==> config.mk <==
export PLATFORM = sky130hd
export DESIGN_NAME = reset_delay
export DESIGN_NICKNAME = d
export VERILOG_FILES = /design/src/system_pkg.sv /design/src/reset_delay.sv
export SDC_FILE = /design/constraint.sdc
export NUM_CORES = 1
export LEC_CHECK = 0
export BUFFER_PORTS_ARGS = -buffer_cell sky130_fd_sc_hd__buf_2
export CAP_MARGIN = 10
export CORE_AREA = 3 3 40 42
export CTS_BUF_LIST = sky130_fd_sc_hd__clkbuf_8
export DETAILED_ROUTE_END_ITERATION = 12
export DIE_AREA = 0 0 43 45
export PLACE_DENSITY = 0.5
export SYNTH_ARGS = -nofsm -noshare
export SYNTH_HDL_FRONTEND = slang
export SYNTH_SLANG_ARGS = --single-unit
export TNS_END_PERCENT = 20
==> constraint.sdc <==
create_clock -name brd_clk -period 1.89 [get_ports brd_clk]
set_clock_uncertainty 0.2 [all_clocks]
set_input_delay 0.189 -clock brd_clk [delete_from_list [all_inputs] [get_ports brd_clk]]
set_output_delay 0.189 -clock brd_clk [all_outputs]
set_load 0.01 [all_outputs]
==> src/system_pkg.sv <==
package system_pkg;

    // ------------------------------
    // Wishbone bus widths
    // ------------------------------

    // Fixed 32 bit data path
    localparam int WB_DWIDTH = 32;
    // One select per byte lane
    localparam int WB_SWIDTH = WB_DWIDTH / 8;
    localparam int WB_AWIDTH = 32;

    typedef logic [WB_AWIDTH-1:0] wb_adr_t;
    typedef logic [WB_DWIDTH-1:0] wb_data_t;
    typedef logic [WB_SWIDTH-1:0] wb_sel_t;

    // ------------------------------
    // Boot memory and address map
    // ------------------------------

    // 8 KB of embedded SRAM as 32 bit words
    localparam int BOOT_MEM_WORDS = 2048;
    // Word index width
    localparam int BOOT_MEM_AWIDTH = 11;

    // Boot region start and size in bytes
    localparam wb_adr_t BOOT_MEM_BASE = 32'h0000_0000;
    localparam wb_adr_t BOOT_MEM_BYTES = 32'h0000_2000;

    // Upper address half of the UART block
    localparam logic [WB_AWIDTH/2-1:0] UART_BASE_HI = 16'h1600;
    // Lower address half of the UART transmit register
    localparam logic [WB_AWIDTH/2-1:0] UART_TX_OFFSET = 16'h001C;

    // ------------------------------
    // Reset delay
    // ------------------------------

    localparam int RST_CNT_WIDTH = 8;
    // Terminal count where the delayed reset releases
    localparam int RST_DLY_MAX = 255;

    // ------------------------------
    // Debug outputs
    // ------------------------------

    localparam int LED_WIDTH = 8;
    localparam int GP_WIDTH = 2;

    // Bus response FSM states
    typedef enum logic [1:0] {
        IDLE,
        ACCESS,
        RESPOND
    } bus_state_e;

endpackage

==> src/reset_delay.sv <==
`timescale 1ns/10ps

module reset_delay
    import system_pkg::*;
(
    input  logic brd_clk,
    input  logic brd_rst,
    output logic o_sys_rst
);

    // Delay counter
    logic [RST_CNT_WIDTH-1:0] dly_cnt;
    logic                     cnt_done;

    // Terminal count reached
    assign cnt_done = (dly_cnt == RST_CNT_WIDTH'(RST_DLY_MAX));

    // ------------------------------
    // Counter and delayed reset
    // ------------------------------

    always_ff @(posedge brd_clk) begin
        if (!brd_rst) begin
            // Board reset holds everything at the start
            dly_cnt   <= '0;
            o_sys_rst <= 1'b1;
        end else begin
            if (!cnt_done) begin
                // Count up once per cycle
                dly_cnt <= dly_cnt + 1'b1;
            end else begin
                // Counter parks at the top and system reset drops
                o_sys_rst <= 1'b0;
            end
        end
    end

    // Release lands 256 edges after the board reset goes high
    // which gives the rest of the system a long clean reset

endmodule

==> summary.txt, run 1 <==
status: completed
Hold Crit Class: input port to flop
Clock power frac: 49.3%
mux share of post-synthesis cell area: 2.35%
setup ws final: 0.279 ns
hpwl dp: 602 µm
Resize count post-CTS: 0
Yosys warnings: 0
Sequential Power Share: 47.1%
CP Capture Type: flop
XOR/XNOR share of the synthesized area: 0%
initial antenna violation count: 0
Place WS: 0.296 ns
Slew @ Worst Pin: 0.232 ns
area of the die: 1940 µm²
CORE AREA: 1280 µm²
clock latency on the worst-skew pair: 0.23 ns
max_slew headroom: 84.4%
post-CTS setup buffer count: 0
GRT met2 Usage: 12.3%
Max Root-Sink Buffers: 2
largest net degree at the start of global routing: 11
leading area contributor after synthesis: dfxtp_1
root buffer cell: clkbuf_8
Final Slew Violations: 0
clock sinks: 9
post-route ant nets: 0
Top Family by Delay on Critical Path: flip-flops
vias per cell: 5.56
Crit path required time: 1.81 ns
n_diodes: 0
number of flops mapped to enable cells by yosys: 0
global-route track usage on met3: 4.78%
I/O pin cnt: 3
port bufs: 2
Max H-tree Level: 1
asr flop ratio synth: 0%
top-count cell post-synth: dfxtp_1
CTS tree: yes
Post-DP Area: 447 µm²
Setup-failing EPs final: 0
final global-route overflow total: 0
Final Hold Viols: 0
Post-Syn Nets: 49
Peak VDD IR: 0.293 mV
CP Max Fanout: 7
combinational power share: 3.6%
Most used DFF post-synth: dfxtp_1
Internal Dissipation: 0.000344 W
slowest CP cell: dfxtp_1
First DRT Iteration DRCs: 4
CP cell instances: ha_1, nand4_2, o31ai_1, nor2_1
DIE WIDTH: 43 µm
nets: 55
worst path arrival time: 1.53 ns
Clock Pin Slew Worst Setup and Hold Paths: 0.04 ns
top-area cell type share of the netlist area: 42.4%
synthesized flop and latch total: 9
cts hold-fix bufs: 0
vias in the first global route: 302
grt met1 use: 11.9%
Chip Height: 45 µm
Post-Synth Simple-Gate Area: 27.6%
Final period util: 85.3%
Netlist cell types: 26
CP Buf/Inv Count: 0
Tot GR Track Use: 9.77%
Row Count: 13
setup repair after global routing missed its margin: no
grt peak-use layer: met2
P_leak: 0.197 nW
Area contributors post-synth: dfxtp_1 (42%), o21ai_0 (5.9%), nand2_1 (4.4%)
first-pass GRT wire length: 1310 µm
number of buffers created by CTS: 3
starting density of the core: 33.1%
switching share of power: 20.8%
fraction of the mapped netlist area in adder cells: 2.94%
setup TNS: 0 ns
Compound-Gate Fraction of Synth Area: 22.1%
Max Freq: 0.621 GHz
area delta synth->final: 15.6%
crit-path max cell delay: 0.42 ns
# DRC: 0
DRT Pass-1 Iters: 4
post-route cell area: 492 µm²
Max Cap Violations: 0
syn avg cell area: 9.25 µm²
min cycle time layout: 1.61 ns
CP Class: flop to flop
Power Density: 884 nW/µm²
Mapped Area: 425 µm²
Switching Power: 0.0000902 W
largest family of logic cells by synthesized area: simple AND/OR/NAND/NOR gates
DR vias: 367
Post-Synthesis Cells: 46
critical path launch point type: flop
layout cell share with drive strength beyond 1: 21.6%
Post-synth top cells: dfxtp_1 (9), nand2_1 (5), o21ai_0 (5)
drt total wl: 823 µm
hold slack: 0.0102 ns
GP Congestion: 0.782
sequential-to-total area share from yosys stat: 42.4%
DR WL/cell: 12.5 µm
[cells by family after synthesis]
family,Yosys count
AO/OA/AOI/OAI,14
buffers and inverters,2
flip-flops,9
adder cells (fa/ha/maj),1
AND/OR/NAND/NOR,19
multiplexers,1
[metrics by stage]
stage,total power [W],utilization (%),instances
after CTS,0.000442,38.3,66
after global placement,0.000222,34.8,62
final,0.000434,38.3,66
after floorplan,0.000219,-,46
after detailed placement,0.000223,34.8,62
after global routing,0.000463,38.3,66
[power groups by stage]
stage,combinational [W],clock (W),sequential [W]
2_1_floorplan,0.0000134,0,0.000205
3_3_place_gp,0.0000149,0,0.000207
3_5_place_dp,0.0000157,0,0.000208
4_1_cts,0.0000158,0.000222,0.000204
5_1_grt,0.0000172,0.000241,0.000205
6_report,0.0000156,0.000214,0.000205
[final timing paths]
kind              start          to  slack [ns]  cells after the start
min reg2reg   o_sys_rst   o_sys_rst        0.26                      2
max          dly_cnt[0]  dly_cnt[6]        0.28                      4
max reg2reg  dly_cnt[0]  dly_cnt[6]        0.28                      4
min             brd_rst   o_sys_rst        0.01                      2
[registers in the layout (all words and copies together) (netlist names)]
signal	cells
o_sys_rst	1
dly_cnt	8
[layout make-up]
type                    instances  area, µm²
fillers                       129        793
multi-input cells              35        234
flip-flops and latches          9        180
clock buffers                   3       41.3
well taps                      15       18.8
repair buffers                  2       10.0
clock inverters                 1       3.75
inverters                       1       3.75
[layout by cell type, fill, tap and decap left out, types with 2 or more instances in the layout]
| cell type | n |
|---|---|
| dfxtp_1 | 9 |
| o21ai_0 | 5 |
| buf_2 | 2 |
| nand3_1 | 2 |
| and3_2 | 2 |
| and3b_1 | 2 |
| a31oi_1 | 2 |
| inv_1 | 2 |
| clkbuf_8 | 3 |
| nand2_1 | 5 |
[routing by layer]
layer  vias up  share of wire (%)
met2         9                 43
li1        185                  -
met1       168                 47
met3         5                5.5
met5         -                  0
met4         0                3.5
(Power assumes the default switching activity.)
==> run 2: changes to the inputs <==
--- a/config.mk
+++ b/config.mk
@@ -14,2 +14,3 @@
 export PLACE_DENSITY = 0.5
+export REMOVE_ABC_BUFFERS = 1
 export SYNTH_ARGS = -nofsm -noshare
--- a/constraint.sdc
+++ b/constraint.sdc
@@ -4,2 +4,2 @@
 set_output_delay 0.189 -clock brd_clk [all_outputs]
-set_load 0.01 [all_outputs]
+set_load 0.05 [all_outputs]
==> summary.txt, run 2 (same netlist as run 1, synthesis figures left out) <==
Top reg by flops: dly_cnt
root buffer cell: clkbuf_8
max reg flops: 8 (unchanged)
most frequent cells in the layout: dfxtp_1 (9), o21ai_0 (5), nand2_1 (5), clkbuf_8 (3)
setup TNS: 0 ns (unchanged)
GP Congestion: 0.804 (+2.8%)
CP Max Fanout: 7 (unchanged)
setup ws final: 0.284 ns (+0.00538 ns)
first-pass GRT wire length: 1340 µm (+2.1%)
CP Buf/Inv Count: 0 (unchanged)
storage element area: 180 µm² (unchanged)
DRT Pass-1 Iters: 4 (unchanged)
Clock Pin Slew Worst Setup and Hold Paths: 0.04 ns (about the same)
Clock power frac: 50.0% (+0.7 points)
hpwl dp: 595 µm (-1.2%)
starting density of the core: 33.1% (unchanged)
top flop regs: dly_cnt: 8 flops, o_sys_rst: 1 flops
layout cell share with drive strength beyond 1: 21.6% (unchanged)
status: completed
Final Hold Viols: 0 (unchanged)
Row Count: 13 (unchanged)
Internal Dissipation: 0.000345 W (+0.16%)
combinational power share: 3.7% (about the same)
DR WL/cell: 12.4 µm (-0.85%)
clock sinks: 9 (unchanged)
max_slew headroom: 83.6% (-0.80 points)
vias per cell: 5.74 (+3.3%)
CP Capture Type: flop
clock latency on the worst-skew pair: 0.23 ns (about the same)
post-route ant nets: 0 (unchanged)
Tot GR Track Use: 10.3% (+0.52 points)
crit-path max cell delay: 0.41 ns (about the same)
Top Family by Delay on Critical Path: simple AND/OR/NAND/NOR gates
post-CTS setup buffer count: 0 (unchanged)
port bufs: 2 (unchanged)
min cycle time layout: 1.61 ns (-0.00538 ns)
Multi-input gate area: 234 µm² (unchanged)
Sequential Power Share: 46.4% (-0.7 points)
initial antenna violation count: 0 (unchanged)
Max Cap Violations: 0 (unchanged)
Final Slew Violations: 0 (unchanged)
DIE WIDTH: 43 µm (unchanged)
nets: 55 (unchanged)
Max Freq: 0.623 GHz (+0.33%)
# DRC: 0 (unchanged)
area delta synth->final: 15.6% (unchanged)
P_leak: 0.197 nW (unchanged)
Setup-failing EPs final: 0 (unchanged)
number of buffers created by CTS: 3 (unchanged)
critical path launch point type: flop
Switching Power: 0.0000948 W (+5.0%)
switching share of power: 21.6% (+0.79 points)
largest net degree at the start of global routing: 11 (unchanged)
CP Class: flop to flop
most common cell after layout, fill and taps aside: dfxtp_1
Max H-tree Level: 1 (unchanged)
Peak VDD IR: 0.358 mV (+22%)
I/O pin cnt: 3 (unchanged)
area of the die: 1940 µm² (unchanged)
Slew @ Worst Pin: 0.248 ns (+0.0157 ns)
CORE AREA: 1280 µm² (unchanged)
Place WS: 0.283 ns (-0.0131 ns)
First DRT Iteration DRCs: 13 (+9)
CTS tree: yes
CP cell instances: ha_1, nand4_2, nor3_1, and3b_1
Max Root-Sink Buffers: 2 (unchanged)
Hold Crit Class: input port to flop
setup repair after global routing missed its margin: no
cts hold-fix bufs: 0 (unchanged)
DR vias: 379 (+3.3%)
Chip Height: 45 µm (unchanged)
Resize count post-CTS: 0 (unchanged)
n_diodes: 0 (unchanged)
final global-route overflow total: 0 (unchanged)
vias in the first global route: 315 (+4.3%)
drt total wl: 816 µm (-0.85%)
Power Density: 894 nW/µm² (+1.2%)
Filler Cells Inserted: 137 (+6.2%)
Crit path required time: 1.82 ns (about the same)
Final period util: 85.0% (-0.28 points)
slowest CP cell: dfxtp_1
worst path arrival time: 1.53 ns (about the same)
-- run 2: per-layer routing --
metal | wire, µm | GRT usage [%] | vias to the layer above
li1 | - | - | 186
met1 | 381 | 11.2 | 174
met2 | 360 | 14.1 | 14
met3 | 45 | 5.98 | 5
met4 | 29 | 9.04 | 0
met5 | 0 | 0 | -
-- run 2: per-stage QoR --
| step | hold slack, ns | utilization (%) | instance area [µm²] | total power [W] | std cells |
|---|---|---|---|---|---|
| 2_1_floorplan | 0.0509 | - | 418 | 0.000216 | 45 |
| 3_3_place_gp | 0.242 | 34.8 | 447 | 0.000222 | 62 |
| 3_5_place_dp | 0.248 | 34.8 | 447 | 0.000224 | 62 |
| 4_1_cts | 0.00689 | 38.3 | 492 | 0.000444 | 66 |
| 5_1_grt | 0.0182 | 38.3 | 492 | 0.000465 | 66 |
| 6_report | 0.0112 | 38.3 | 492 | 0.000440 | 66 |
-- run 2: power groups by stage --
stage / sequential (W) / clock, W / combinational, W
after CTS: 0.000204 / 0.000224 / 0.0000166
final: 0.000204 / 0.000220 / 0.0000162
after global placement: 0.000207 / 0 / 0.0000151
after global routing: 0.000205 / 0.000242 / 0.0000181
after detailed placement: 0.000207 / 0 / 0.0000165
after floorplan: 0.000205 / 0 / 0.0000103
-- run 2: worst paths after layout --
check             start    endpoint  slack [ns]  cells after the start
max          dly_cnt[0]  dly_cnt[0]        0.28                      4
min             brd_rst   o_sys_rst        0.01                      2
max reg2reg  dly_cnt[0]  dly_cnt[0]        0.28                      4
min reg2reg   o_sys_rst   o_sys_rst        0.27                      2
-- run 2: area by class of cell --
| cell class | count | area share [%] |
|---|---|---|
| well taps | 15 | 3.82 |
| clock inverters | 1 | 0.763 |
| repair buffers | 2 | 2.04 |
| flip-flops and latches | 9 | 36.6 |
| clock buffers | 3 | 8.40 |
| inverters | 1 | 0.763 |
| multi-input cells | 35 | 47.6 |
==> run 3: changes to the inputs <==
clock period = 1.65 ns   (was 1.89 ns; I/O delays follow)
==> summary.txt, run 3 (same netlist as run 1, synthesis figures left out) <==
hold slack: 0.258 ns (+0.247 ns)
starting density of the core: 33.1% (unchanged)
most frequent cells in the layout: dfxtp_1 (9), o21ai_0 (5), nand2_1 (5), clkbuf_8 (3)
n_diodes: 0 (unchanged)
Setup-failing EPs final: 0 (unchanged)
# DRC: 0 (unchanged)
Tot GR Track Use: 10.7% (+0.42 points)
crit-path max cell delay: 0.33 ns (-0.08 ns)
root buffer cell: clkbuf_8
most common cell after layout, fill and taps aside: dfxtp_1
max reg flops: 8 (unchanged)
DR WL/cell: 12.1 µm (-2.1%)
Clock Pin Slew Worst Setup and Hold Paths: 0.04 ns (about the same)
Place WS: 0.160 ns (-0.122 ns)
CP Capture Type: flop
post-route ant nets: 0 (unchanged)
DIE WIDTH: 43 µm (unchanged)
min cycle time layout: 1.48 ns (-0.127 ns)
drt total wl: 835 µm (+2.3%)
worst path arrival time: 1.40 ns (-0.13 ns)
initial antenna violation count: 0 (unchanged)
final global-route overflow total: 0 (unchanged)
first-pass GRT wire length: 1450 µm (+8.3%)
Slew @ Worst Pin: 0.227 ns (-0.0206 ns)
setup TNS: 0 ns (unchanged)
largest net degree at the start of global routing: 11 (unchanged)
area delta synth->final: 21.5%
clock sinks: 9 (unchanged)
status: completed
Reg2Reg Depth: 4 (unchanged)
Resize count post-CTS: 0 (unchanged)
First DRT Iteration DRCs: 5 (-8)
clock latency on the worst-skew pair: 0.23 ns (about the same)
top flop regs: dly_cnt: 8 flops, o_sys_rst: 1 flops
Max Freq: 0.676 GHz (+8.6%)
I/O pin cnt: 3 (unchanged)
Top reg by flops: dly_cnt
critical path launch point type: flop
CORE AREA: 1280 µm² (unchanged)
Row Count: 13 (unchanged)
DR vias: 382 (+0.79%)
Hold EP: o_sys_rst
CTS tree: yes
cts hold-fix bufs: 1 (+1)
vias in the first global route: 345 (+9.5%)
CP Class: flop to flop
slowest CP cell: dfxtp_1
post-CTS setup buffer count: 0 (unchanged)
hpwl dp: 615 µm (+3.3%)
nets: 58 (+5.5%)
Max Root-Sink Buffers: 2 (unchanged)
P_leak: 0.211 nW (+7.3%)
Peak VDD IR: 0.338 mV (-5.4%)
setup repair after global routing missed its margin: no
Hold Startpoint: o_sys_rst
port bufs: 2 (unchanged)
Final Hold Viols: 0 (unchanged)
worst reg-to-reg setup slack: 0.17 ns (-0.11 ns)
setup ws final: 0.171 ns (-0.113 ns)
Reg-to-Reg End: dly_cnt[0]
Worst Hold Path Cells: 2 (unchanged)
CP cell instances: ha_1, nand4_2, nor3_1, and3b_1
GP Congestion: 0.803 (about the same)
vias per cell: 5.54 (-3.6%)
Hold Crit Class: flop to flop
max_slew headroom: 84.7% (+1.1 points)
Max Cap Violations: 0 (unchanged)
area of the die: 1940 µm² (unchanged)
Chip Height: 45 µm (unchanged)
DRT Pass-1 Iters: 4 (unchanged)
Max H-tree Level: 1 (unchanged)
Final Slew Violations: 0 (unchanged)
layout cell share with drive strength beyond 1: 24.1% (+2.5 points)
final total power: 0.000509 W (+16%)
Crit path required time: 1.57 ns (-0.25 ns)
number of buffers created by CTS: 3 (unchanged)
CP Max Fanout: 6 (-1)
Power Density: 986 nW/µm² (+10%)
Final period util: 89.6% (+4.7 points)
RR Startpoint: dly_cnt[0]
run 3: through the flow:
step	utilization (%)	instances	cell area, µm²
floorplan	-	45	418
global placement	35.9	64	462
global route	40.2	69	517
detailed placement	35.9	64	462
finish	40.2	69	517
CTS	40.2	69	517
run 3: critical path, delay by kind of cell (launching register included):
family	cells	cell delay (ns)
simple gates	3	0.57
fa+ha+maj	1	0.27
flops	1	0.33
run 3: layout make-up:
type,instances,area [µm²]
sequential,9,180
multi-input combinational,35,234
timing repair buffer,5,35.0
tap,15,18.8
clock inverter,1,3.75
inverter,1,3.75
fill,131,768
clock buffer,3,41.3
run 3: worst max-delay path by stage:
stage | startpoint | end | slack (ns) | depth (start not counted)
4_1_cts | dly_cnt[0] | dly_cnt[0] | 0.15 | 4
3_5_place_dp | dly_cnt[0] | dly_cnt[0] | 0.16 | 4
3_3_place_gp | dly_cnt[0] | dly_cnt[0] | 0.20 | 4
5_1_grt | dly_cnt[1] | dly_cnt[0] | 0.05 | 4
6_report | dly_cnt[0] | dly_cnt[0] | 0.17 | 4
2_1_floorplan | dly_cnt[0] | dly_cnt[0] | 0.22 | 4
run 3: power breakdown:
part | total, W | switching [W] | internal [W]
Sequential | 0.000229 | 0.00000503 | 0.000224
Clock | 0.000249 | 0.0000870 | 0.000162
Combinational | 0.0000308 | 0.0000159 | 0.0000149
run 3: per-layer routing:
metal | global-route usage [%] | routed length, µm
met1 | 11.5 | 366
met5 | 0 | 0
met2 | 16.2 | 401
met3 | 3.59 | 43
met4 | 10.8 | 24
