`src/system_pkg.sv`:
```
package system_pkg;

    // ------------------------------
    // Wishbone bus widths
    // ------------------------------

    // Fixed 32 bit data path
    localparam int WB_DWIDTH = 32;
    // One select per byte lane
    localparam int WB_SWIDTH = WB_DWIDTH / 8;
    localparam int WB_AWIDTH = 32;

    typedef logic [WB_AWIDTH-1:0] wb_adr_t;
    typedef logic [WB_DWIDTH-1:0] wb_data_t;
    typedef logic [WB_SWIDTH-1:0] wb_sel_t;

    // ------------------------------
    // Boot memory and address map
    // ------------------------------

    // 8 KB of embedded SRAM as 32 bit words
    localparam int BOOT_MEM_WORDS = 2048;
    // Word index width
    localparam int BOOT_MEM_AWIDTH = 11;

    // Boot region start and size in bytes
    localparam wb_adr_t BOOT_MEM_BASE = 32'h0000_0000;
    localparam wb_adr_t BOOT_MEM_BYTES = 32'h0000_2000;

    // Upper address half of the UART block
    localparam logic [WB_AWIDTH/2-1:0] UART_BASE_HI = 16'h1600;
    // Lower address half of the UART transmit register
    localparam logic [WB_AWIDTH/2-1:0] UART_TX_OFFSET = 16'h001C;

    // ------------------------------
    // Reset delay
    // ------------------------------

    localparam int RST_CNT_WIDTH = 8;
    // Terminal count where the delayed reset releases
    localparam int RST_DLY_MAX = 255;

    // ------------------------------
    // Debug outputs
    // ------------------------------

    localparam int LED_WIDTH = 8;
    localparam int GP_WIDTH = 2;

    // Bus response FSM states
    typedef enum logic [1:0] {
        IDLE,
        ACCESS,
        RESPOND
    } bus_state_e;

endpackage

```
`src/wb_bus_fsm.sv`:
```
`timescale 1ns/10ps

module wb_bus_fsm
    import system_pkg::*;
(
    input  logic                       brd_clk,
    input  logic                       brd_rst,
    input  logic                       i_sys_rst,

    // Wishbone slave side
    input  wb_adr_t                    i_wb_adr,
    input  wb_sel_t                    i_wb_sel,
    input  logic                       i_wb_we,
    input  wb_data_t                   i_wb_dat,
    input  logic                       i_wb_cyc,
    input  logic                       i_wb_stb,
    output wb_data_t                   o_wb_dat,
    output logic                       o_wb_ack,
    output logic                       o_wb_err,

    // Boot memory port
    input  wb_data_t                   i_mem_rdat,
    output logic                       o_mem_en,
    output logic                       o_mem_we,
    output wb_sel_t                    o_mem_sel,
    output logic [BOOT_MEM_AWIDTH-1:0] o_mem_addr,
    output wb_data_t                   o_mem_wdat
);

    // Request decode
    logic       wb_req;
    wb_adr_t    adr_offset;
    logic       req_mapped;

    // FSM state and request flags
    bus_state_e state;
    logic       mapped_q;
    logic       read_q;

    // ------------------------------
    // Address decode
    // ------------------------------

    // Valid request needs both cycle and strobe
    assign wb_req = i_wb_cyc && i_wb_stb;

    // Offset into the boot region
    assign adr_offset = i_wb_adr - BOOT_MEM_BASE;

    // Wraps below the base so one compare covers both ends
    assign req_mapped = (adr_offset < BOOT_MEM_BYTES);

    // ------------------------------
    // Response FSM
    // ------------------------------

    always_ff @(posedge brd_clk) begin
        if (!brd_rst || i_sys_rst) begin
            // Requests are ignored until the delayed reset releases
            state    <= IDLE;
            mapped_q <= 1'b0;
            o_wb_ack <= 1'b0;
            o_wb_err <= 1'b0;
            o_mem_en <= 1'b0;
            o_mem_we <= 1'b0;
        end else begin
            case (state)
                IDLE: begin
                    o_wb_ack <= 1'b0;
                    o_wb_err <= 1'b0;
                    if (wb_req) begin
                        state    <= ACCESS;
                        mapped_q <= req_mapped;
                        // Memory only sees mapped accesses
                        o_mem_en <= req_mapped;
                        o_mem_we <= req_mapped && i_wb_we;
                    end
                end

                ACCESS: begin
                    // Memory op completes at this edge
                    state    <= RESPOND;
                    o_mem_en <= 1'b0;
                    o_mem_we <= 1'b0;
                    // Exactly one of ack or err
                    o_wb_ack <= mapped_q;
                    o_wb_err <= !mapped_q;
                end

                RESPOND: begin
                    // Single cycle response then back to idle
                    state    <= IDLE;
                    o_wb_ack <= 1'b0;
                    o_wb_err <= 1'b0;
                end

                default: begin
                    state <= IDLE;
                end
            endcase
        end
    end

    // ------------------------------
    // Request payload capture
    // ------------------------------

    always_ff @(posedge brd_clk) begin
        if (state == IDLE && wb_req) begin
            // Word index drops the byte offset bits
            o_mem_addr <= adr_offset[BOOT_MEM_AWIDTH+1:2];
            o_mem_sel  <= i_wb_sel;
            o_mem_wdat <= i_wb_dat;
            read_q     <= !i_wb_we;
        end
    end

    // Read word comes straight from the memory output register
    // and is shown only during a read ack
    assign o_wb_dat = (o_wb_ack && read_q) ? i_mem_rdat : '0;

endmodule

```
`config.mk`:
```
export PLATFORM = sky130hd
export DESIGN_NAME = wb_bus_fsm
export DESIGN_NICKNAME = d
export VERILOG_FILES = /design/src/system_pkg.sv /design/src/wb_bus_fsm.sv
export SDC_FILE = /design/constraint.sdc
export NUM_CORES = 1
export LEC_CHECK = 0
export ABC_CLOCK_PERIOD_IN_PS = 5300
export BUFFER_PORTS_ARGS = -buffer_cell sky130_fd_sc_hd__buf_4
export CAP_MARGIN = 5
export CORE_ASPECT_RATIO = 1.25
export CORE_UTILIZATION = 39
export CTS_BUF_LIST = sky130_fd_sc_hd__clkbuf_4 sky130_fd_sc_hd__clkbuf_8 sky130_fd_sc_hd__clkbuf_16
export CTS_CLUSTER_DIAMETER = 60
export DETAILED_ROUTE_END_ITERATION = 10
export PLACE_DENSITY = 0.85
export SLEW_MARGIN = 15
export SYNTH_ARGS = -nofsm -noshare
export SYNTH_HDL_FRONTEND = slang
export SYNTH_SLANG_ARGS = --single-unit
```
`constraint.sdc`:
```
create_clock -name brd_clk -period 5.3 [get_ports brd_clk]
set_input_delay 1.06 -clock brd_clk [delete_from_list [all_inputs] [get_ports brd_clk]]
set_output_delay 1.06 -clock brd_clk [all_outputs]
set_load 0.005 [all_outputs]
```
==> flow_metrics.tcl, run 1 <==
set metrics [dict create \
    synth_cell_type_count 22 \
    via_per_inst 4.58 \
    hold_start "o_mem_we" \
    portBuffers 186 \
    power.density_nw_per_um2 243 \
    num_vias 1694 \
    routedWlPerCell_um 15.0 \
    grt_pass1_vias 1462 \
    ios 189 \
    grt_overflow 0 \
    rr_endpoint "o_mem_wdat[15]" \
    internal_power_uw 699 \
    syn_area_um2 2010 \
    crit_start "o_wb_ack" \
    grt_usage_pct 18.8 \
    cp_max_fo 34 \
    n_fill_cell 329 \
    sw_frac_of_total_pct 19.5 \
    cts_setup_buffers 0 \
    yosysTopAreaCell "edfxtp_1" \
    cp.required_ps 4240 \
    period_needed_ps 2640 \
    die_x_um 66.2 \
    rows 28 \
    drtAntennaViolNets 0 \
    cts.clk_slew.worst_paths_ps 90 \
    ys_seq_area_share_pct 78.8 \
    status "complete, no violations" \
    yosys_warnings 0 \
    synth_common_cells "48 x edfxtp_1, 32 x and3_1, 7 x dfxtp_1" \
    hold_violations 0 \
    antenna_cells 0 \
    nNetsFinal 415 \
    slew_violations 0 \
    insertion_delay_ps 310 \
    dieHeight_um 82.2 \
    clock-sinks 55 \
    syn_area_per_cell_um2 16.5 \
    dieArea_um2 5440 \
    clock_path_buffers 2 \
    fmax_mhz 379 \
    cts_tree "yes" \
    antenna_found_initial 0 \
    relSlewSlack_pct 36.1 \
    worstSetupPathType "flip-flop to primary output" \
    seqPwrFrac_pct 57.2 \
    p_clk_share_pct 31.9 \
    min_delay_path_depth 2 \
    synth_edf_count 48 \
    startpoint_type "flip-flop" \
    hold_buffers 0 \
    async_flop_share_pct 0 \
    cts_resized 0 \
    drive_gt1_share_pct 65.5 \
    r2r_cells 2 \
    synth_top_area_share_pct 71.8 \
    hp-class "flip-flop to flip-flop" \
    combPwrFrac_pct 10.9 \
    skew_ps 9.24 \
    ir_drop_mv 0.249 \
    dp_hpwl_um 4390 \
    globalplace.congestion 0.689 \
    maxCapViolations 0 \
    area_delta_synth_final_pct 77.9 \
    switching_power_uw 170 \
    p_leak_uw 0.00173 \
    fin_crit_sh_pct 49.7 \
    dr.pass1.iters 4 \
    power_uw 869 \
    critical_path.endpoint_type "primary output" \
    grt_start_max_net_pins 49 \
    post-route-drc-count 0 \
    synthCells 122 \
    ys_seq_elements 55 \
    timing.rr.start "state[1]" \
    setup_ws_ps 2660 \
    synthTopCellsByArea "edfxtp_1 72%, and3_1 10%, dfxtp_1 7.0%" \
    htree_num_levels 2 \
    min_to "o_mem_we" \
    multi_input_area_um2 393 \
    register_area_um2 1580 \
    grt_pass1_wl_um 7380 \
    setup_tns_ps 0 \
    root_buffer "clkbuf_8" \
    rsz0062_at_grt "no" \
    initial_core_util_pct 41.5 \
    wl_um 5570 \
    synthesis.nets 228 \
    dp_cells 362 \
    yosys_most_used_dff "edfxtp_1" \
    drt-initial-drc-count 111 \
    numCtsBuffers 5 \
    post-synth-top-count-cell "edfxtp_1" \
    dp_slack_ps 2770 \
    cp.arrival_ps 1580 \
    setup_viol 0 \
    worst_slew_pin_slew_ps 957 \
    core_um2 4830 \
    stdcell_count 370 \
    r2r_slack_ps 3530 \
]
-- per-layer routing --
| metal | wire [µm] | up-vias | global-route usage, % |
|---|---|---|---|
| li1 | - | 836 | - |
| met2 | 3010 | 86 | 32.3 |
| met4 | 104 | 0 | 7.66 |
| met1 | 2050 | 764 | 22.4 |
| met5 | 0 | - | 0 |
| met3 | 396 | 8 | 4.81 |
-- per-stage QoR --
stage | utilization [%] | hold slack, ps | area [µm²]
final | 73.9 | 461 | 3570
after global routing | 73.9 | 504 | 3570
after CTS | 73.9 | 464 | 3570
after detailed placement | 71.5 | 448 | 3460
after global placement | 71.5 | 450 | 3460
after floorplan | - | 450 | 2010
-- worst max-delay path: stages, from the launching register on --
cell and delay [ps]:
dfxtp_1 850, and3_1 300, buf_4 120
-- cell type report --
type | instances | area share [%]
clock buffer | 5 | 1.93
clock inverter | 3 | 1.30
inverter | 3 | 0.315
multi-input combinational | 58 | 11.0
sequential | 55 | 44.3
tap | 60 | 2.10
timing repair buffer | 186 | 39.1
-- cells in the final DEF, fill, tap and decap left out, drive strengths merged, types with 2 or more instances in the layout --
master and instances:
dfxtp 7, nor2 6, buf 186, nand3 2, clkbuf 5, or4 2
and3 32, nand2 3, inv 4, nor4 2, a21oi 3, edfxtp 48
-- cell families after synthesis --
kind of cell | synth area share, %
AOI/OAI and AO/OA | 1.37
buffers and inverters | 1.68
DFF | 78.8
muxes | 0.498
and+or+nand+nor | 17.7
-- flip-flops by register name, summed over array words and instances (netlist names) --
| register | flops |
|---|---|
| o_mem_wdat | 32 |
| o_mem_addr | 11 |
| o_mem_sel | 4 |
| state | 2 |
| mapped_q | 1 |
| o_mem_en | 1 |
| o_mem_we | 1 |
| o_wb_ack | 1 |
| o_wb_err | 1 |
| read_q | 1 |
-- how the worst max path moves through the flow --
stage                     cells past startpoint  slack, ps       endpoint
after floorplan                               2       2740  o_mem_addr[0]
after global placement                        3       2770   o_wb_dat[29]
after detailed placement                      3       2770   o_wb_dat[29]
after CTS                                     2       2700    o_wb_dat[0]
after global routing                          2       2560   o_wb_dat[18]
final                                         2       2660    o_wb_dat[0]
-- power groups by stage --
stage               Combinational [µW]  Clock (µW)  Sequential, µW
global route                       101         298             499
detailed placement                95.6           0             507
floorplan                         11.5           0             507
CTS                               95.7         281             497
finish                            94.7         277             497
global placement                  92.7           0             506
No activity file was read; power rests on OpenSTA's default activity.
==> run 2, diff against run 1 <==
Settings changed: ABC_CLOCK_PERIOD_IN_PS 5300 to 2200, CORE_UTILIZATION 39 to 33, PLACE_DENSITY 0.85 to 0.76.
Clock period 5.3 ns to 2.2 ns, I/O delays scaled along.
==> run 2 against run 1 <==
Cell count up 2.4%. Total power up 130%. Via count is 2.8% higher. Largest power group unchanged.
==> flow_metrics.tcl, run 2 (synthesis results as in run 1) <==
set metrics [dict create \
    via_per_inst 4.60 \
    wl_um 5490 \
    startpoint_type "flip-flop" \
    worst_hold_slack_ps 309 \
    status "complete, no violations" \
    grt_overflow 0 \
    finish.utilization_pct 61.5 \
    rsz0062_at_grt "no" \
    setup_tns_ps 0 \
    initial_core_util_pct 34.5 \
    relSlewSlack_pct 52.1 \
    clock_path_buffers 2 \
    cp_max_fo 32 \
    drtAntennaViolNets 0 \
    fin_crit_sh_pct 88.7 \
    worstSetupPathType "flip-flop to primary output" \
    skew_ps 7.89 \
    multi_input_area_um2 393 \
    nNetsFinal 418 \
    numCtsBuffers 5 \
    area_delta_synth_final_pct 78.1 \
    grt_start_max_net_pins 33 \
    antenna_cells 0 \
    n_fill_cell 492 \
    root_buffer "clkbuf_8" \
    slew_violations 0 \
    die_x_um 71.8 \
    grt_usage_pct 15.5 \
    critical_path.endpoint_type "primary output" \
    hp-class "primary input to flip-flop" \
    insertion_delay_ps 300 \
    cts.clk_slew.worst_paths_ps 100 \
    timing.rr.start "state[1]" \
    ir_drop_mv 0.446 \
    hold_start "i_wb_dat[12]" \
    largest_registers "o_mem_wdat (32), o_mem_addr (11), o_mem_sel (4)" \
    p_leak_uw 0.00174 \
    setup_viol 0 \
    period_needed_ps 1950 \
    grt_pass1_wl_um 7320 \
    critPathMaxStageDelay_ps 820 \
    core_um2 5820 \
    largest_reg_flops 32 \
    dr.pass1.iters 4 \
    cts_resized 0 \
    antenna_found_initial 0 \
    cp.required_ps 1760 \
    hold_buffers 0 \
    clock-sinks 55 \
    drt-initial-drc-count 43 \
    cts_setup_buffers 0 \
    path_cells "and3_1, buf_4" \
    globalplace.congestion 0.718 \
    routedWlPerCell_um 14.5 \
    cp.arrival_ps 1510 \
    layout_commonest_cell "buf_4" \
    post-route-drc-count 0 \
    rows 31 \
    r2r_slack_ps 830 \
    num_vias 1742 \
    portBuffers 186 \
    worst_slew_pin_slew_ps 719 \
    grt_pass1_vias 1596 \
    slowest_stage "edfxtp_1" \
    register_area_um2 1580 \
    htree_num_levels 2 \
    ios 189 \
    hold_violations 0 \
    crit_start "read_q" \
    largest_register "o_mem_wdat" \
    cts_tree "yes" \
    power.density_nw_per_um2 550 \
    dp_hpwl_um 4480 \
    fmax_mhz 513 \
    dieHeight_um 89.2 \
    maxCapViolations 0 \
    layout_common_cells "189 x buf_4, 48 x edfxtp_1, 32 x and3_1" \
    drive_gt1_share_pct 65.5 \
    dieArea_um2 6400 \
]
## run 2: cell count changes in the layout (fill, tap and decap cells not counted)
cell and change:
buf_4 +3, bufinv_16 -1, clkbuf_4 +1, clkinv_1 +1, clkinv_4 +1, clkinvlp_4 -1
inv_6 -1
## run 2: worst paths after layout
| check | depth (start not counted) | end |
|---|---|---|
| max | 2 | o_wb_dat[4] |
| min | 1 | o_mem_wdat[12] |
| max reg2reg | 3 | o_mem_addr[4] |
| min reg2reg | 2 | o_mem_we |
## run 2: critical path: cells and delay by family, from the launching register on
kind,cells,cell delay [ps]
buf+inv,1,120
flops,1,820
simple gates,1,270
## run 2: area by class of cell
type                            instances  area share, %
Multi-Input combinational cell         58           11.0
Sequential cell                        55           44.2
Clock buffer                            6           2.13
Timing Repair Buffer                  189           39.7
Clock inverter                          2          0.350
Tap cell                               66           2.31
Inverter                                3          0.315
## run 2: where the power goes
part / leakage, µW / total, µW / switching [µW] / internal (µW)
Sequential: 0.000506 / 1200 / 15.3 / 1180
Combinational: 0.00119 / 232 / 69.8 / 162
Clock: 0.0000462 / 537 / 301 / 236
Total: 0.00174 / 1970 / 386 / 1580
## run 2: per-stage QoR
| step | area (µm²) | instances | setup slack (ps) | power [µW] |
|---|---|---|---|---|
| after floorplan | 2010 | 122 | 259 | 1250 |
| after global placement | 3490 | 371 | 652 | 1450 |
| after detailed placement | 3490 | 371 | 611 | 1460 |
| after CTS | 3580 | 379 | 274 | 1990 |
| after global routing | 3580 | 379 | 172 | 2030 |
| final | 3580 | 379 | 249 | 1970 |
## run 2: layer usage
metal	track usage, %	part of all wire (%)	vias to the layer above	wire, µm
li1	-	-	839	-
met1	13.0	30	790	1640
met2	31.1	57	109	3130
met3	6.43	12	4	674
met4	6.95	0.64	0	35
met5	0	0	-	0
==> run 3, diff against run 2 <==
Settings changed: CELL_PAD_IN_SITES_DETAIL_PLACEMENT from default to 0, CELL_PAD_IN_SITES_GLOBAL_PLACEMENT from default to 1, CORE_UTILIZATION 33 to 23, PLACE_DENSITY 0.76 to 0.74.
==> run 3 against run 2 <==
Register-to-register slack better by 50 ps. Via count is 0.92% higher. Die area is 42% higher. Clock skew is 1.4 ps lower. Utilization is 18 points lower.
==> flow_metrics.tcl, run 3 (synthesis results as in run 1) <==
set metrics [dict create \
    setup_tns_ps 0 \
    portBuffers 186 \
    worstSetupPathType "flip-flop to primary output" \
    die_x_um 85.6 \
    startpoint_type "flip-flop" \
    antenna_cells 0 \
    root_buffer "clkbuf_8" \
    hold_violations 0 \
    r2r_slack_ps 880 \
    dieHeight_um 106 \
    rows 37 \
    largest_registers "o_mem_wdat (32), o_mem_addr (11), o_mem_sel (4)" \
    cp.required_ps 1760 \
    cp.arrival_ps 1400 \
    clock_path_buffers 2 \
    ios 189 \
    status "complete, no violations" \
    register_area_um2 1580 \
    combPwrFrac_pct 11.9 \
    worst_slew_pin_slew_ps 273 \
    nNetsFinal 418 \
    num_vias 1758 \
    hold_buffers 0 \
    fin_crit_sh_pct 83.5 \
    antenna_found_initial 0 \
    htree_num_levels 2 \
    setup_ws_ps 364 \
    dieArea_um2 9110 \
    internal_power_uw 1580 \
    multi_input_area_um2 393 \
    slew_violations 0 \
    dr.pass1.iters 3 \
    cp_max_fo 25 \
    use_met1_pct 9.83 \
    layout_commonest_cell "buf_4" \
    core_um2 8330 \
    finish.utilization_pct 43.6 \
    insertion_delay_ps 300 \
    fmax_mhz 545 \
    dp_cells 402 \
    period_needed_ps 1840 \
    skew_ps 6.50 \
    routedWlPerCell_um 13.0 \
    dp_hpwl_um 4270 \
    hp-class "primary input to flip-flop" \
    wl_um 5320 \
    hold_start "i_wb_dat[9]" \
    crit_start "o_wb_ack" \
    p_clk_share_pct 28.3 \
    dp_slack_ps 691 \
    clock-sinks 55 \
    post-route-drc-count 0 \
    switching_power_uw 417 \
    critical_path.endpoint_type "primary output" \
    rsz0062_at_grt "no" \
    power_uw 1990 \
    grt_pass1_vias 1663 \
    drt-initial-drc-count 69 \
    power.density_nw_per_um2 549 \
    timing.rr.start "state[1]" \
    stdcell_count 410 \
    initial_core_util_pct 24.1 \
    gr-usage-met2_pct 20.3 \
    sw_frac_of_total_pct 20.9 \
    grt.met3_usage_pct 5.43 \
    largest_register "o_mem_wdat" \
    cts.clk_slew.worst_paths_ps 100 \
    grt_usage_pct 10.9 \
    largest_reg_flops 32 \
    via_per_inst 4.29 \
    drtAntennaViolNets 0 \
    setup_viol 0 \
    relSlewSlack_pct 81.8 \
    seqPwrFrac_pct 59.8 \
    p_leak_uw 0.00174 \
    n_fill_cell 775 \
    maxCapViolations 0 \
    numCtsBuffers 5 \
    area_delta_synth_final_pct 80.8 \
    grt_pass1_wl_um 7750 \
    cts_tree "yes" \
    globalplace.congestion 0.670 \
    top_usage_layer "met2" \
    drive_gt1_share_pct 65.8 \
    grt_start_max_net_pins 49 \
    cts_resized 0 \
    cts_setup_buffers 0 \
    layout_common_cells "188 x buf_4, 48 x edfxtp_1, 32 x and3_1" \
    grt_overflow 0 \
    ir_drop_mv 0.387 \
]
run 3: changes by cell type in the layout (fill, tap and decap cells not counted), sizes merged:
| cell | before | now |
|---|---|---|
| clkbuf | 6 | 5 |
| clkinv | 2 | 1 |
| clkinvlp | 0 | 1 |
| inv | 3 | 4 |
run 3: per-layer routing:
layer,part of all wire (%),up-vias,routed length (µm)
li1,-,839,-
met1,31,787,1630
met2,53,121,2820
met3,14,11,731
met4,2.4,0,129
met5,0,-,0
run 3: worst max-delay path: stages, from the launching register on:
cell	delay, ps
dfxtp_1	490
buf_4	270
and3_1	220
buf_4	120
run 3: power by group through the flow:
stage | Clock [µW] | Combinational, µW | Sequential (µW)
finish | 564 | 237 | 1190
global route | 633 | 255 | 1200
CTS | 606 | 242 | 1190
detailed placement | 0 | 242 | 1220
global placement | 0 | 237 | 1210
floorplan | 0 | 27.8 | 1220
run 3: metrics by stage:
stage          hold slack [ps]  area, µm²
6_report                   305       3630
3_3_place_gp               452       3540
3_5_place_dp               461       3540
4_1_cts                    287       3630
5_1_grt                    276       3630
2_1_floorplan              450       2010
run 3: final timing paths:
path / cells past startpoint / to
max reg2reg: 3 / o_mem_wdat[13]
min: 1 / o_mem_wdat[9]
max: 3 / o_wb_dat[10]
min reg2reg: 2 / o_mem_we
run 3: cell type report:
| class | instances | share of cell area, % |
|---|---|---|
| clock buffers | 5 | 1.90 |
| clock inverters | 3 | 0.655 |
| inverters | 3 | 0.310 |
| multi-input cells | 58 | 10.8 |
| flip-flops and latches | 55 | 43.6 |
| well taps | 97 | 3.34 |
| repair buffers | 189 | 39.4 |
